### src/rtl/smc_settings.svh
//----------------------------------------
// SMC strobe stage widths
//----------------------------------------
`ifndef SMC_SETTINGS_SVH
`define SMC_SETTINGS_SVH

// Byte lanes on the external bus
`define SMC_BYTE_LANES 4

// Wait-state counter and store width
`define SMC_WS_WIDTH 8

// Strobe edge delay width
`define SMC_EDGE_WIDTH 2

// One-hot sequencer state code
`define SMC_STATE_WIDTH 5

`endif

### src/rtl/smc_seq_pkg.sv
//----------------------------------------
// Sequencer side types
//----------------------------------------
`include "smc_settings.svh"

package smc_seq_pkg;

   // One-hot sequencer states
   typedef enum logic [`SMC_STATE_WIDTH-1:0]
   {
      IDLE  = 5'b00001, // No access in progress
      LE    = 5'b00010, // Leading edge wait
      RW    = 5'b00100, // Strobe active
      STORE = 5'b01000, // Data store between accesses
      FLOAT = 5'b10000  // Bus turnaround
   } smc_state_e;

   typedef logic [`SMC_WS_WIDTH-1:0]   ws_count_t;   // Wait-state count or store
   typedef logic [`SMC_EDGE_WIDTH-1:0] edge_delay_t; // Strobe edge delay

   // Sequencer state pair
   typedef struct packed
   {
      smc_state_e current_state; // Registered state
      smc_state_e next_state;    // State taken next clock
   } smc_seq_s;

   // Wait-state timing from the sequencer
   typedef struct packed
   {
      edge_delay_t oete_store; // Read strobe trailing edge
      ws_count_t   ws_count;   // Running wait-state count
      ws_count_t   ws_store;   // Programmed wait states
   } smc_timing_s;

endpackage

### src/rtl/smc_bus_pkg.sv
//----------------------------------------
// Memory bus side types
//----------------------------------------
`include "smc_settings.svh"

package smc_bus_pkg;

   // One bit per byte lane, active low
   typedef logic [`SMC_BYTE_LANES-1:0] byte_strobe_t;

   // Access request from the sequencer
   typedef struct packed
   {
      logic         valid_access; // Load values valid
      logic         n_read;       // Read when low
      logic         cs;           // Chip select
      byte_strobe_t n_be;         // Byte enables, unregistered
   } smc_access_s;

   // Cycle record held over single or multiple access
   typedef struct packed
   {
      logic n_r_read; // Held direction
      logic r_cs;     // Held chip select
   } smc_cycle_s;

   // Inactive byte lanes
   localparam byte_strobe_t SMC_NO_LANES = '1;

endpackage

### src/rtl/smc_cycle_tracker.sv
//----------------------------------------
// Access cycle tracker
//----------------------------------------
`timescale 1ns/100ps

module smc_cycle_tracker
(
   input  logic                     sys_clk19,     // System clock
   input  logic                     n_sys_reset19, // Async reset, active low
   input  smc_bus_pkg::smc_access_s access,        // Access request
   input  logic                     smc_done,      // One access completed
   input  logic                     mac_done,      // Last of a multiple access
   input  smc_seq_pkg::smc_state_e  next_state,    // Sequencer next state
   output smc_bus_pkg::smc_cycle_s  cycle,         // Held direction and select
   output logic                     smc_busy       // Controller active
);

   import smc_seq_pkg::*;

   logic smc_mac_done; // Whole multiple access finished

   assign smc_mac_done = smc_done & mac_done;

   //----------------------------------------
   // Direction and chip select hold
   //----------------------------------------
   always_ff @(posedge sys_clk19 or negedge n_sys_reset19)
   begin
      if (!n_sys_reset19)
      begin
         cycle.n_r_read <= 1'b0;
         cycle.r_cs     <= 1'b0;
      end
      else if (access.valid_access) // New access wins over completion
      begin
         cycle.n_r_read <= access.n_read;
         cycle.r_cs     <= access.cs;
      end
      else if (smc_mac_done)
      begin
         // Turnaround, release select
         cycle.n_r_read <= 1'b0;
         cycle.r_cs     <= 1'b0;
      end
   end

   //----------------------------------------
   // Busy flag
   //----------------------------------------
   always_ff @(posedge sys_clk19 or negedge n_sys_reset19)
   begin
      if (!n_sys_reset19)
         smc_busy <= 1'b0;
      else
         smc_busy <= (next_state != IDLE); // Active outside IDLE
   end

   // Completion without a new access drops the select
   cs_release_a : assert property (@(posedge sys_clk19) disable iff (!n_sys_reset19)
      (smc_mac_done && !access.valid_access) |=> !cycle.r_cs)
      else $error("r_cs still set after completion");

endmodule

### src/rtl/smc_write_strobe.sv
//----------------------------------------
// Write strobe generator
//----------------------------------------
`timescale 1ns/100ps

module smc_write_strobe
(
   input  logic                      sys_clk19,     // System clock
   input  logic                      n_sys_reset19, // Async reset, active low
   input  smc_bus_pkg::smc_access_s  access,        // Access request
   input  smc_bus_pkg::smc_cycle_s   cycle,         // Held cycle record
   input  smc_seq_pkg::smc_state_e   next_state,    // Sequencer next state
   output smc_bus_pkg::byte_strobe_t n_r_we,        // Byte write enables, active low
   output logic                      n_r_wr,        // Write strobe, active low
   output logic                      smc_n_ext_oe   // Bus driver enable, active low
);

   import smc_seq_pkg::*;
   import smc_bus_pkg::*;

   logic not_store; // Strobes suppressed in STORE
   logic wr_new;    // Write loaded this cycle
   logic wr_held;   // Write continuing from held direction
   logic wr_act;    // Write strobe condition
   logic oe_act;    // Driver enable condition

   assign not_store = (next_state != STORE);
   assign wr_new    = access.valid_access & access.n_read;
   assign wr_held   = ~access.valid_access & cycle.n_r_read;
   assign wr_act    = not_store & (wr_new | wr_held);
   // Held write only drives while still busy
   assign oe_act    = not_store & (wr_new | (wr_held & (next_state != IDLE)));

   //----------------------------------------
   // Byte enables and write strobe
   //----------------------------------------
   always_ff @(posedge sys_clk19 or negedge n_sys_reset19)
   begin
      if (!n_sys_reset19)
      begin
         n_r_we <= SMC_NO_LANES;
         n_r_wr <= 1'b1;
      end
      else if (wr_act)
      begin
         n_r_we <= access.n_be; // Lanes from this cycle's enables
         n_r_wr <= 1'b0;
      end
      else
      begin
         n_r_we <= SMC_NO_LANES;
         n_r_wr <= 1'b1;
      end
   end

   // Output enable for write data
   always_ff @(posedge sys_clk19 or negedge n_sys_reset19)
   begin
      if (!n_sys_reset19)
         smc_n_ext_oe <= 1'b1;
      else
         smc_n_ext_oe <= ~oe_act;
   end

   // No lane enabled without the write strobe
   we_idle_a : assert property (@(posedge sys_clk19) disable iff (!n_sys_reset19)
      n_r_wr |-> (n_r_we == SMC_NO_LANES))
      else $error("Byte enable active with n_r_wr high");

endmodule

### src/rtl/smc_read_strobe.sv
//----------------------------------------
// Read strobe generator
//----------------------------------------
`timescale 1ns/100ps

module smc_read_strobe
(
   input  logic                     sys_clk19,     // System clock
   input  logic                     n_sys_reset19, // Async reset, active low
   input  smc_bus_pkg::smc_access_s access,        // Access request
   input  smc_bus_pkg::smc_cycle_s  cycle,         // Held cycle record
   input  smc_seq_pkg::smc_seq_s    seq,           // Current and next state
   input  smc_seq_pkg::smc_timing_s timing,        // Wait-state timing
   output logic                     smc_n_rd       // Read strobe, active low
);

   import smc_seq_pkg::*;

   ws_count_t oete_ext;  // Trailing edge at count width
   logic      in_rw;     // Strobe window next cycle
   logic      from_lead; // Entering RW from LE or STORE
   logic      store_ok;  // Trailing edge met by the store
   logic      count_ok;  // Trailing edge met by the count

   //----------------------------------------
   // Trailing edge checks
   //----------------------------------------
   assign oete_ext  = ws_count_t'(timing.oete_store); // Zero extend
   assign in_rw     = (seq.next_state == RW);
   assign from_lead = (seq.current_state == LE) | (seq.current_state == STORE);

   // Zero store means no wait states, strobe straight through
   assign store_ok  = (timing.ws_store >= oete_ext) | (timing.ws_store == '0);
   assign count_ok  = (timing.ws_count > oete_ext) | (timing.ws_count == '0);

   //----------------------------------------
   // Read strobe register
   //----------------------------------------
   always_ff @(posedge sys_clk19 or negedge n_sys_reset19)
   begin
      if (!n_sys_reset19)
         smc_n_rd <= 1'b1;
      else if (!in_rw)
         smc_n_rd <= 1'b1; // Outside the strobe window
      else if (access.valid_access)
         smc_n_rd <= access.n_read; // Fresh access sets direction
      else if (from_lead)
      begin
         if (store_ok)
            smc_n_rd <= cycle.n_r_read;
         else
            smc_n_rd <= 1'b1;
      end
      else
      begin
         // Mid access from RW or FLOAT
         if (count_ok)
            smc_n_rd <= cycle.n_r_read;
         else
            smc_n_rd <= 1'b1;
      end
   end

   // Strobe released whenever the sequencer leaves RW
   rd_release_a : assert property (@(posedge sys_clk19) disable iff (!n_sys_reset19)
      !in_rw |=> smc_n_rd)
      else $error("smc_n_rd low outside RW");

endmodule

### src/rtl/smc_strobe_top.sv
//----------------------------------------
// SMC strobe stage top
//----------------------------------------
`timescale 1ns/100ps

module smc_strobe_top
(
   input  logic                      sys_clk19,     // System clock
   input  logic                      n_sys_reset19, // Async reset, active low
   input  smc_bus_pkg::smc_access_s  access,        // Access request
   input  smc_seq_pkg::smc_seq_s     seq,           // Sequencer states
   input  smc_seq_pkg::smc_timing_s  timing,        // Wait-state timing
   input  logic                      smc_done,      // One access completed
   input  logic                      mac_done,      // Multiple access completed
   output logic                      smc_n_rd,      // Read strobe, active low
   output logic                      smc_n_ext_oe,  // Bus driver enable, active low
   output logic                      smc_busy,      // Controller active
   output smc_bus_pkg::smc_cycle_s   cycle,         // Held cycle record
   output smc_bus_pkg::byte_strobe_t n_r_we,        // Byte write enables
   output logic                      n_r_wr         // Write strobe, active low
);

   // First stage, holds the access
   smc_cycle_tracker smc_cycle_tracker_i
   (
      .sys_clk19     (sys_clk19),
      .n_sys_reset19 (n_sys_reset19),
      .access        (access),
      .smc_done      (smc_done),
      .mac_done      (mac_done),
      .next_state    (seq.next_state),
      .cycle         (cycle),
      .smc_busy      (smc_busy)
   );

   // Second stage, strobes from the held record
   smc_write_strobe smc_write_strobe_i
   (
      .sys_clk19     (sys_clk19),
      .n_sys_reset19 (n_sys_reset19),
      .access        (access),
      .cycle         (cycle),
      .next_state    (seq.next_state),
      .n_r_we        (n_r_we),
      .n_r_wr        (n_r_wr),
      .smc_n_ext_oe  (smc_n_ext_oe)
   );

   smc_read_strobe smc_read_strobe_i
   (
      .sys_clk19     (sys_clk19),
      .n_sys_reset19 (n_sys_reset19),
      .access        (access),
      .cycle         (cycle),
      .seq           (seq),
      .timing        (timing),
      .smc_n_rd      (smc_n_rd)
   );

endmodule

### config.mk
export PLATFORM = sky130hd
export DESIGN_NAME = smc_strobe_top
export DESIGN_NICKNAME = d
export VERILOG_FILES = /design/src/rtl/smc_seq_pkg.sv /design/src/rtl/smc_bus_pkg.sv /design/src/rtl/smc_cycle_tracker.sv /design/src/rtl/smc_write_strobe.sv /design/src/rtl/smc_read_strobe.sv /design/src/rtl/smc_strobe_top.sv
export VERILOG_INCLUDE_DIRS = /design/src /design/src/rtl
export SDC_FILE = /design/constraint.sdc
export NUM_CORES = 1
export LEC_CHECK = 0
export ABC_AREA = 1
export BUFFER_PORTS_ARGS = -buffer_cell sky130_fd_sc_hd__buf_2
export CORE_UTILIZATION = 38
export DETAILED_ROUTE_END_ITERATION = 6
export GPL_TIMING_DRIVEN = 0
export PLACE_DENSITY_LB_ADDON = 0.08
export SYNTH_ARGS = -nofsm -noshare
export SYNTH_HDL_FRONTEND = slang
export SYNTH_SLANG_ARGS = --single-unit
### constraint.sdc
create_clock -name sys_clk19 -period 0.85 [get_ports sys_clk19]
set_input_delay 0.17 -clock sys_clk19 [delete_from_list [all_inputs] [get_ports sys_clk19]]
set_output_delay 0.17 -clock sys_clk19 [all_outputs]
set_load 0.05 [all_outputs]
==> results.json, run 1 <==
{
  "hold_violations": 0,
  "ir_worst_vdd_v": 0.0006927,
  "wl_met3_um": 103,
  "slowest_stage": "dfstp_2",
  "track_usage": 0.1946,
  "setup_slack_ps": -297.3,
  "powerDensity_mw_per_mm2": 1290,
  "start_util": 0.4165,
  "yosys.area_share.simple": 0.3584,
  "failed_checks": "design-rule violations, negative setup slack",
  "grt_pass1_vias": 762,
  "finalSetupViolations": 17,
  "max_freq_mhz": 871.6,
  "synth-adder-area-share": 0.07707,
  "swShare": 0.3165,
  "drt-met1-wl_um": 594,
  "grt_pass1_wl_um": 2711,
  "multi_input_area_um2": 367.9,
  "holdWs_ps": 80.88,
  "coreArea_mm2": 0.001559,
  "critical_path.n_buffers_inverters": 1,
  "cts_tree": "yes",
  "p_clk_frac": 0.289,
  "critical_path.max_stage_delay_ps": 560,
  "path_cells": "buf_8",
  "crit_arrival_ps": 980,
  "syn_area_um2": 649.4,
  "fin_util": 0.7392,
  "regArea_um2": 261.5,
  "fin_cells": 162,
  "fin_crit_ps": 1147,
  "synthDistinctLibCells": 16,
  "fillers": 119,
  "grt_max_degree": 11,
  "timing.slew.headroom": 0.8264,
  "status": "finished with violations",
  "io_buffers": 48,
  "synth_top_family_by_area": "simple AND/OR/NAND/NOR gates",
  "clock_path_buffers": 2,
  "p_total_mw": 1.487,
  "min-delay-path-class": "in2reg",
  "synth_mux_area_frac": 0,
  "cp.required_ps": 680,
  "p_switching_mw": 0.4707,
  "power.internal_mw": 1.016,
  "fp.dieArea_mm2": 0.001878,
  "critPathKind": "reg2out",
  "crit_fanout": 1,
  "cts_root_buf": "clkbuf_4",
  "dr_wl_met2_um": 802,
  "drc": 8,
  "cp-start-kind": "register",
  "maxCapViolations": 0,
  "syn_avg_cell_area_um2": 7.058,
  "slew_violations": 0,
  "seq_area_frac_synth": 0.3988,
  "synth.ff_latch_count": 10,
  "totalWireLength_um": 1563,
  "synth_xor_area_frac": 0,
  "synth_compound_area_frac": 0.04239,
  "finalSetupTns_ps": -2456,
  "synthCells": 92,
  "syn_nets": 135,
  "h-tree-depth": 1,
  "die_x_um": 43.34,
  "insertion_delay_ps": 260,
  "final_nets": 190,
  "wl_per_cell_um": 9.648,
  "skew_ps": 3.016,
  "finalCritPeriodShare": 1.350,
  "area_growth_pct": 77.46,
  "pwr-share-comb": 0.343,
  "ant_nets": 0,
  "place_congestion": 0.6334,
  "drt_iter0_markers": 17,
  "clk_pin_slew_ps": 70,
  "rows": 14,
  "drive_above_1_share": 0.5274,
  "pre_cts_slack_ps": -309.6,
  "p_seq_frac": 0.368,
  "grt_overflow": 0,
  "num_vias": 723,
  "finalInstanceArea_mm2": 0.001152,
  "placed_area_um2": 974.7,
  "rsz0062_at_grt": "yes",
  "viasPerCell": 4.463,
  "cts_num_sinks": 10,
  "p_leak_nw": 0.6169,
  "firstDrtPassIters": 5,
  "dpl.hpwl_um": 1160,
  "yosys_warnings": 0,
  "end_kind": "output port",
  "antenna-diode-count": 0,
  "cts_buffers": 3,
  "io_pins": 49,
  "routed.top_layer": "met4",
  "die_height_um": 43.34,
  "worst_slew_pin_slew_ps": 258.0,
  "place_inst": 156,
  "antenna_found_initial": 0,
  "crit_family": "flip-flops"
}
kinds of logic after synthesis:
family,after synthesis
flip-flops,10
adder cells (fa/ha/maj),4
buffers and inverters,21
AO/OA/AOI/OAI,4
AND/OR/NAND/NOR,53
layer usage:
metal  up-vias  global-route usage
met2        36              0.4000
met5         -                   0
met1       299              0.1835
met3         6             0.02083
met4         0              0.1000
li1        382                   -
cell usage after synthesis (all sizes together):
cell type,number,area (um2)
nand2,29,108.9
ha,4,50.05
nor2,16,62.56
nand3,5,25.02
or2,1,8.760
o21ai,1,8.760
clkinv,1,5.000
nor4,2,27.53
dfstp,7,183.9
a21oi,1,5.000
dfrtp,3,75.07
a21boi,1,7.510
a31oi,1,6.260
inv,20,75.07
path summary, 6_finish.rpt:
path                                                          start                                        to  slack [ps]  cells past startpoint
min in group asynchronous                             n_sys_reset19    smc_cycle_tracker_i.smc_busy$_DFF_PN0_         290                      2
max reg2reg                smc_cycle_tracker_i.cycle[1]$_DFFE_PN0P_    smc_write_strobe_i.n_r_we[1]$_DFF_PN1_         -50                      4
min reg2reg                smc_cycle_tracker_i.cycle[0]$_DFFE_PN0P_  smc_cycle_tracker_i.cycle[0]$_DFFE_PN0P_         540                      2
min                                                       access[3]    smc_write_strobe_i.n_r_we[3]$_DFF_PN1_          80                      3
max in group asynchronous                             n_sys_reset19      smc_read_strobe_i.smc_n_rd$_DFF_PN1_         300                      2
max                          smc_write_strobe_i.n_r_we[3]$_DFF_PN1_                                 n_r_we[3]        -300                      1
final cells by class:
cell class,instances,area share
Inverter,21,0.08469
Tap cell,16,0.01737
Multi-Input combinational cell,61,0.3192
Sequential cell,10,0.2269
Timing Repair Buffer,50,0.3203
Clock buffer,4,0.03149
state kept, by name, summed over array words and instances, names as in the netlist:
name and count:
smc_cycle_tracker_i.cycle 2, smc_write_strobe_i.smc_n_ext_oe 1, smc_read_strobe_i.smc_n_rd 1, smc_cycle_tracker_i.smc_busy 1
smc_write_strobe_i.n_r_wr 1, smc_write_strobe_i.n_r_we 4
power by group through the flow:
stage                     registers (mW)  logic [mW]  clock network, mW
after floorplan                    0.658       0.140                  0
after global routing               0.550       0.559              0.462
after global placement             0.541       0.410                  0
final                              0.547       0.510              0.430
after detailed placement           0.542       0.421                  0
after CTS                          0.545       0.497              0.436
placed cells by master (no fill, tap or decap), drive strengths merged:
cell type / Yosys / layout
buf: 0 / 49
nand2: 29 / 29
inv: 20 / 20
nor2: 16 / 16
dfstp: 7 / 7
nand3: 5 / 5
ha: 4 / 4
clkbuf: 0 / 4
dfrtp: 3 / 3
nor4: 2 / 2
clkinv: 1 / 1
a21oi: 1 / 1
or2: 1 / 1
a21boi: 1 / 1
o21ai: 1 / 1
a31oi: 1 / 1
dlygate4sd3: 0 / 1
what timing repair did:
action	4_1_cts	5_1_grt
setup endpoints to repair	11	18
hold buffers	1	0
setup buffers	1	0
pin swaps	0	4
gates resized for setup	30	8
endpoints found under the hold margin	10	0
cloned	0	0
Note: power is estimated with default switching activity, not from simulation.
==> inputs of run 2 (changes only) <==
Settings changed: GPL_TIMING_DRIVEN 0 to not set.
==> run 2 against run 1 <==
The run still ends with design-rule violations, negative setup slack left. Global-route usage grew 0.30 points. Clock-buffer cell count is the same. Total power grew 0.77%. Critical path type unchanged.
==> results.json, run 2 (same netlist as run 1, synthesis figures left out) <==
{
  "status": "finished with violations",
  "p_leak_nw": 0.6343,
  "fin_cells": 165,
  "regArea_um2": 261.5,
  "fin_util": 0.7536,
  "largest-register": "smc_write_strobe_i.n_r_we",
  "track_usage": 0.1975,
  "min-delay-path-class": "in2reg",
  "start_util": 0.4165,
  "drt_iter0_markers": 29,
  "grt_overflow": 0,
  "clock_path_buffers": 2,
  "coreArea_mm2": 0.001559,
  "largest_reg_flops": 4,
  "clk_pin_slew_ps": 70,
  "top_regs": "smc_write_strobe_i.n_r_we (4), smc_cycle_tracker_i.cycle (2)",
  "mostFrequentLayoutCell": "buf_2",
  "pre_cts_slack_ps": -286.1,
  "rows": 14,
  "failed_checks": "design-rule violations, negative setup slack",
  "cp-start-kind": "register",
  "end_kind": "output port",
  "holdWs_ps": 80.93,
  "wl_per_cell_um": 9.988,
  "final_nets": 193,
  "slowest_stage": "dfstp_2",
  "ant_nets": 0,
  "timing.slew.headroom": 0.7778,
  "drc": 7,
  "critical_path.max_stage_delay_ps": 550,
  "crit_family": "flip-flops",
  "critical_path.n_buffers_inverters": 1,
  "dpl.hpwl_um": 1184,
  "multi_input_area_um2": 377.9,
  "grt_pass1_vias": 731,
  "totalWireLength_um": 1648,
  "maxCapViolations": 0,
  "cts_tree": "yes",
  "max_freq_mhz": 886.9,
  "antenna_found_initial": 0,
  "fillers": 125,
  "firstDrtPassIters": 6,
  "path_cells": "buf_8",
  "grt_pass1_wl_um": 2760,
  "regToRegSetupSlack_ps": -60,
  "cts_root_buf": "clkbuf_4",
  "finalInstanceArea_mm2": 0.001175,
  "crit_path_end": "n_r_we[1]",
  "viasPerCell": 4.509,
  "io_buffers": 48,
  "io_pins": 49,
  "fp.dieArea_mm2": 0.001878,
  "finalSetupViolations": 17,
  "drive_above_1_share": 0.5436,
  "worst_slew_pin_slew_ps": 330.3,
  "area_growth_pct": 80.93,
  "fin_crit_ps": 1128,
  "grt_max_degree": 11,
  "slew_violations": 0,
  "die_height_um": 43.34,
  "powerDensity_mw_per_mm2": 1275,
  "critPathLaunch": "smc_write_strobe_i.n_r_we[1]$_DFF_PN1_",
  "skew_ps": 1.885,
  "placed_area_um2": 997.2,
  "cts_num_sinks": 10,
  "layout_common_cells": "buf_2 (36), nand2_1 (29), inv_1 (16)",
  "crit_arrival_ps": 960,
  "place_congestion": 0.7387,
  "crit_cells": 1,
  "cts_buffers": 3,
  "crit_fanout": 1,
  "reg2reg_from": "smc_cycle_tracker_i.cycle[1]$_DFFE_PN0P_",
  "hold_violations": 0,
  "finalCritPeriodShare": 1.327,
  "die_x_um": 43.34,
  "critPathKind": "reg2out",
  "rr_endpoint": "smc_write_strobe_i.n_r_we[0]$_DFF_PN1_",
  "setup_slack_ps": -277.5,
  "insertion_delay_ps": 260,
  "place_inst": 159,
  "ir_worst_vdd_v": 0.0009077,
  "h-tree-depth": 1,
  "rsz0062_at_grt": "yes",
  "antenna-diode-count": 0,
  "cp.required_ps": 680,
  "ff2ff_path_depth": 4,
  "num_vias": 744
}
## run 2: how the worst min path moves through the flow
stage	startpoint	cells after the start	end
floorplan	n_sys_reset19	0	smc_cycle_tracker_i.cycle[0]$_DFFE_PN0P_
global placement	n_sys_reset19	1	smc_cycle_tracker_i.smc_busy$_DFF_PN0_
detailed placement	n_sys_reset19	1	smc_cycle_tracker_i.smc_busy$_DFF_PN0_
CTS	access[3]	3	smc_write_strobe_i.n_r_we[3]$_DFF_PN1_
global route	access[3]	3	smc_write_strobe_i.n_r_we[3]$_DFF_PN1_
finish	access[3]	3	smc_write_strobe_i.n_r_we[3]$_DFF_PN1_
## run 2: metrics by stage
step	TNS [ps]	power, mW
after global routing	-3154	1.578
after detailed placement	-1186	0.9748
after CTS	-2524	1.477
final	-2620	1.498
after global placement	-1044	0.9637
after floorplan	-616.2	0.7981
## run 2: report_power, final
part / internal [mW] / switching (mW)
clock network: 0.260 / 0.169
logic: 0.238 / 0.283
registers: 0.525 / 0.0235
total: 1.02 / 0.475
## run 2: metal layers
metal,up-vias,global-route usage,share of wire
met5,-,0,0
met4,0,0.06250,0
met3,0,0.05833,0.084
met2,37,0.3697,0.52
met1,319,0.2112,0.39
li1,388,-,-
## run 2: final cells by class
type,instances,area share
Tap cell,16,0.01704
Multi-Input combinational cell,61,0.3216
Timing Repair Buffer,53,0.3248
Sequential cell,10,0.2226
Inverter,21,0.08307
Clock buffer,4,0.03088
## run 2: timing repair
item	CTS	global route
gates resized for setup	28	8
buffers inserted	1	0
pin swaps	0	3
hold buffers	1	0
hold endpoints to repair	10	0
endpoints found under the setup margin	12	18
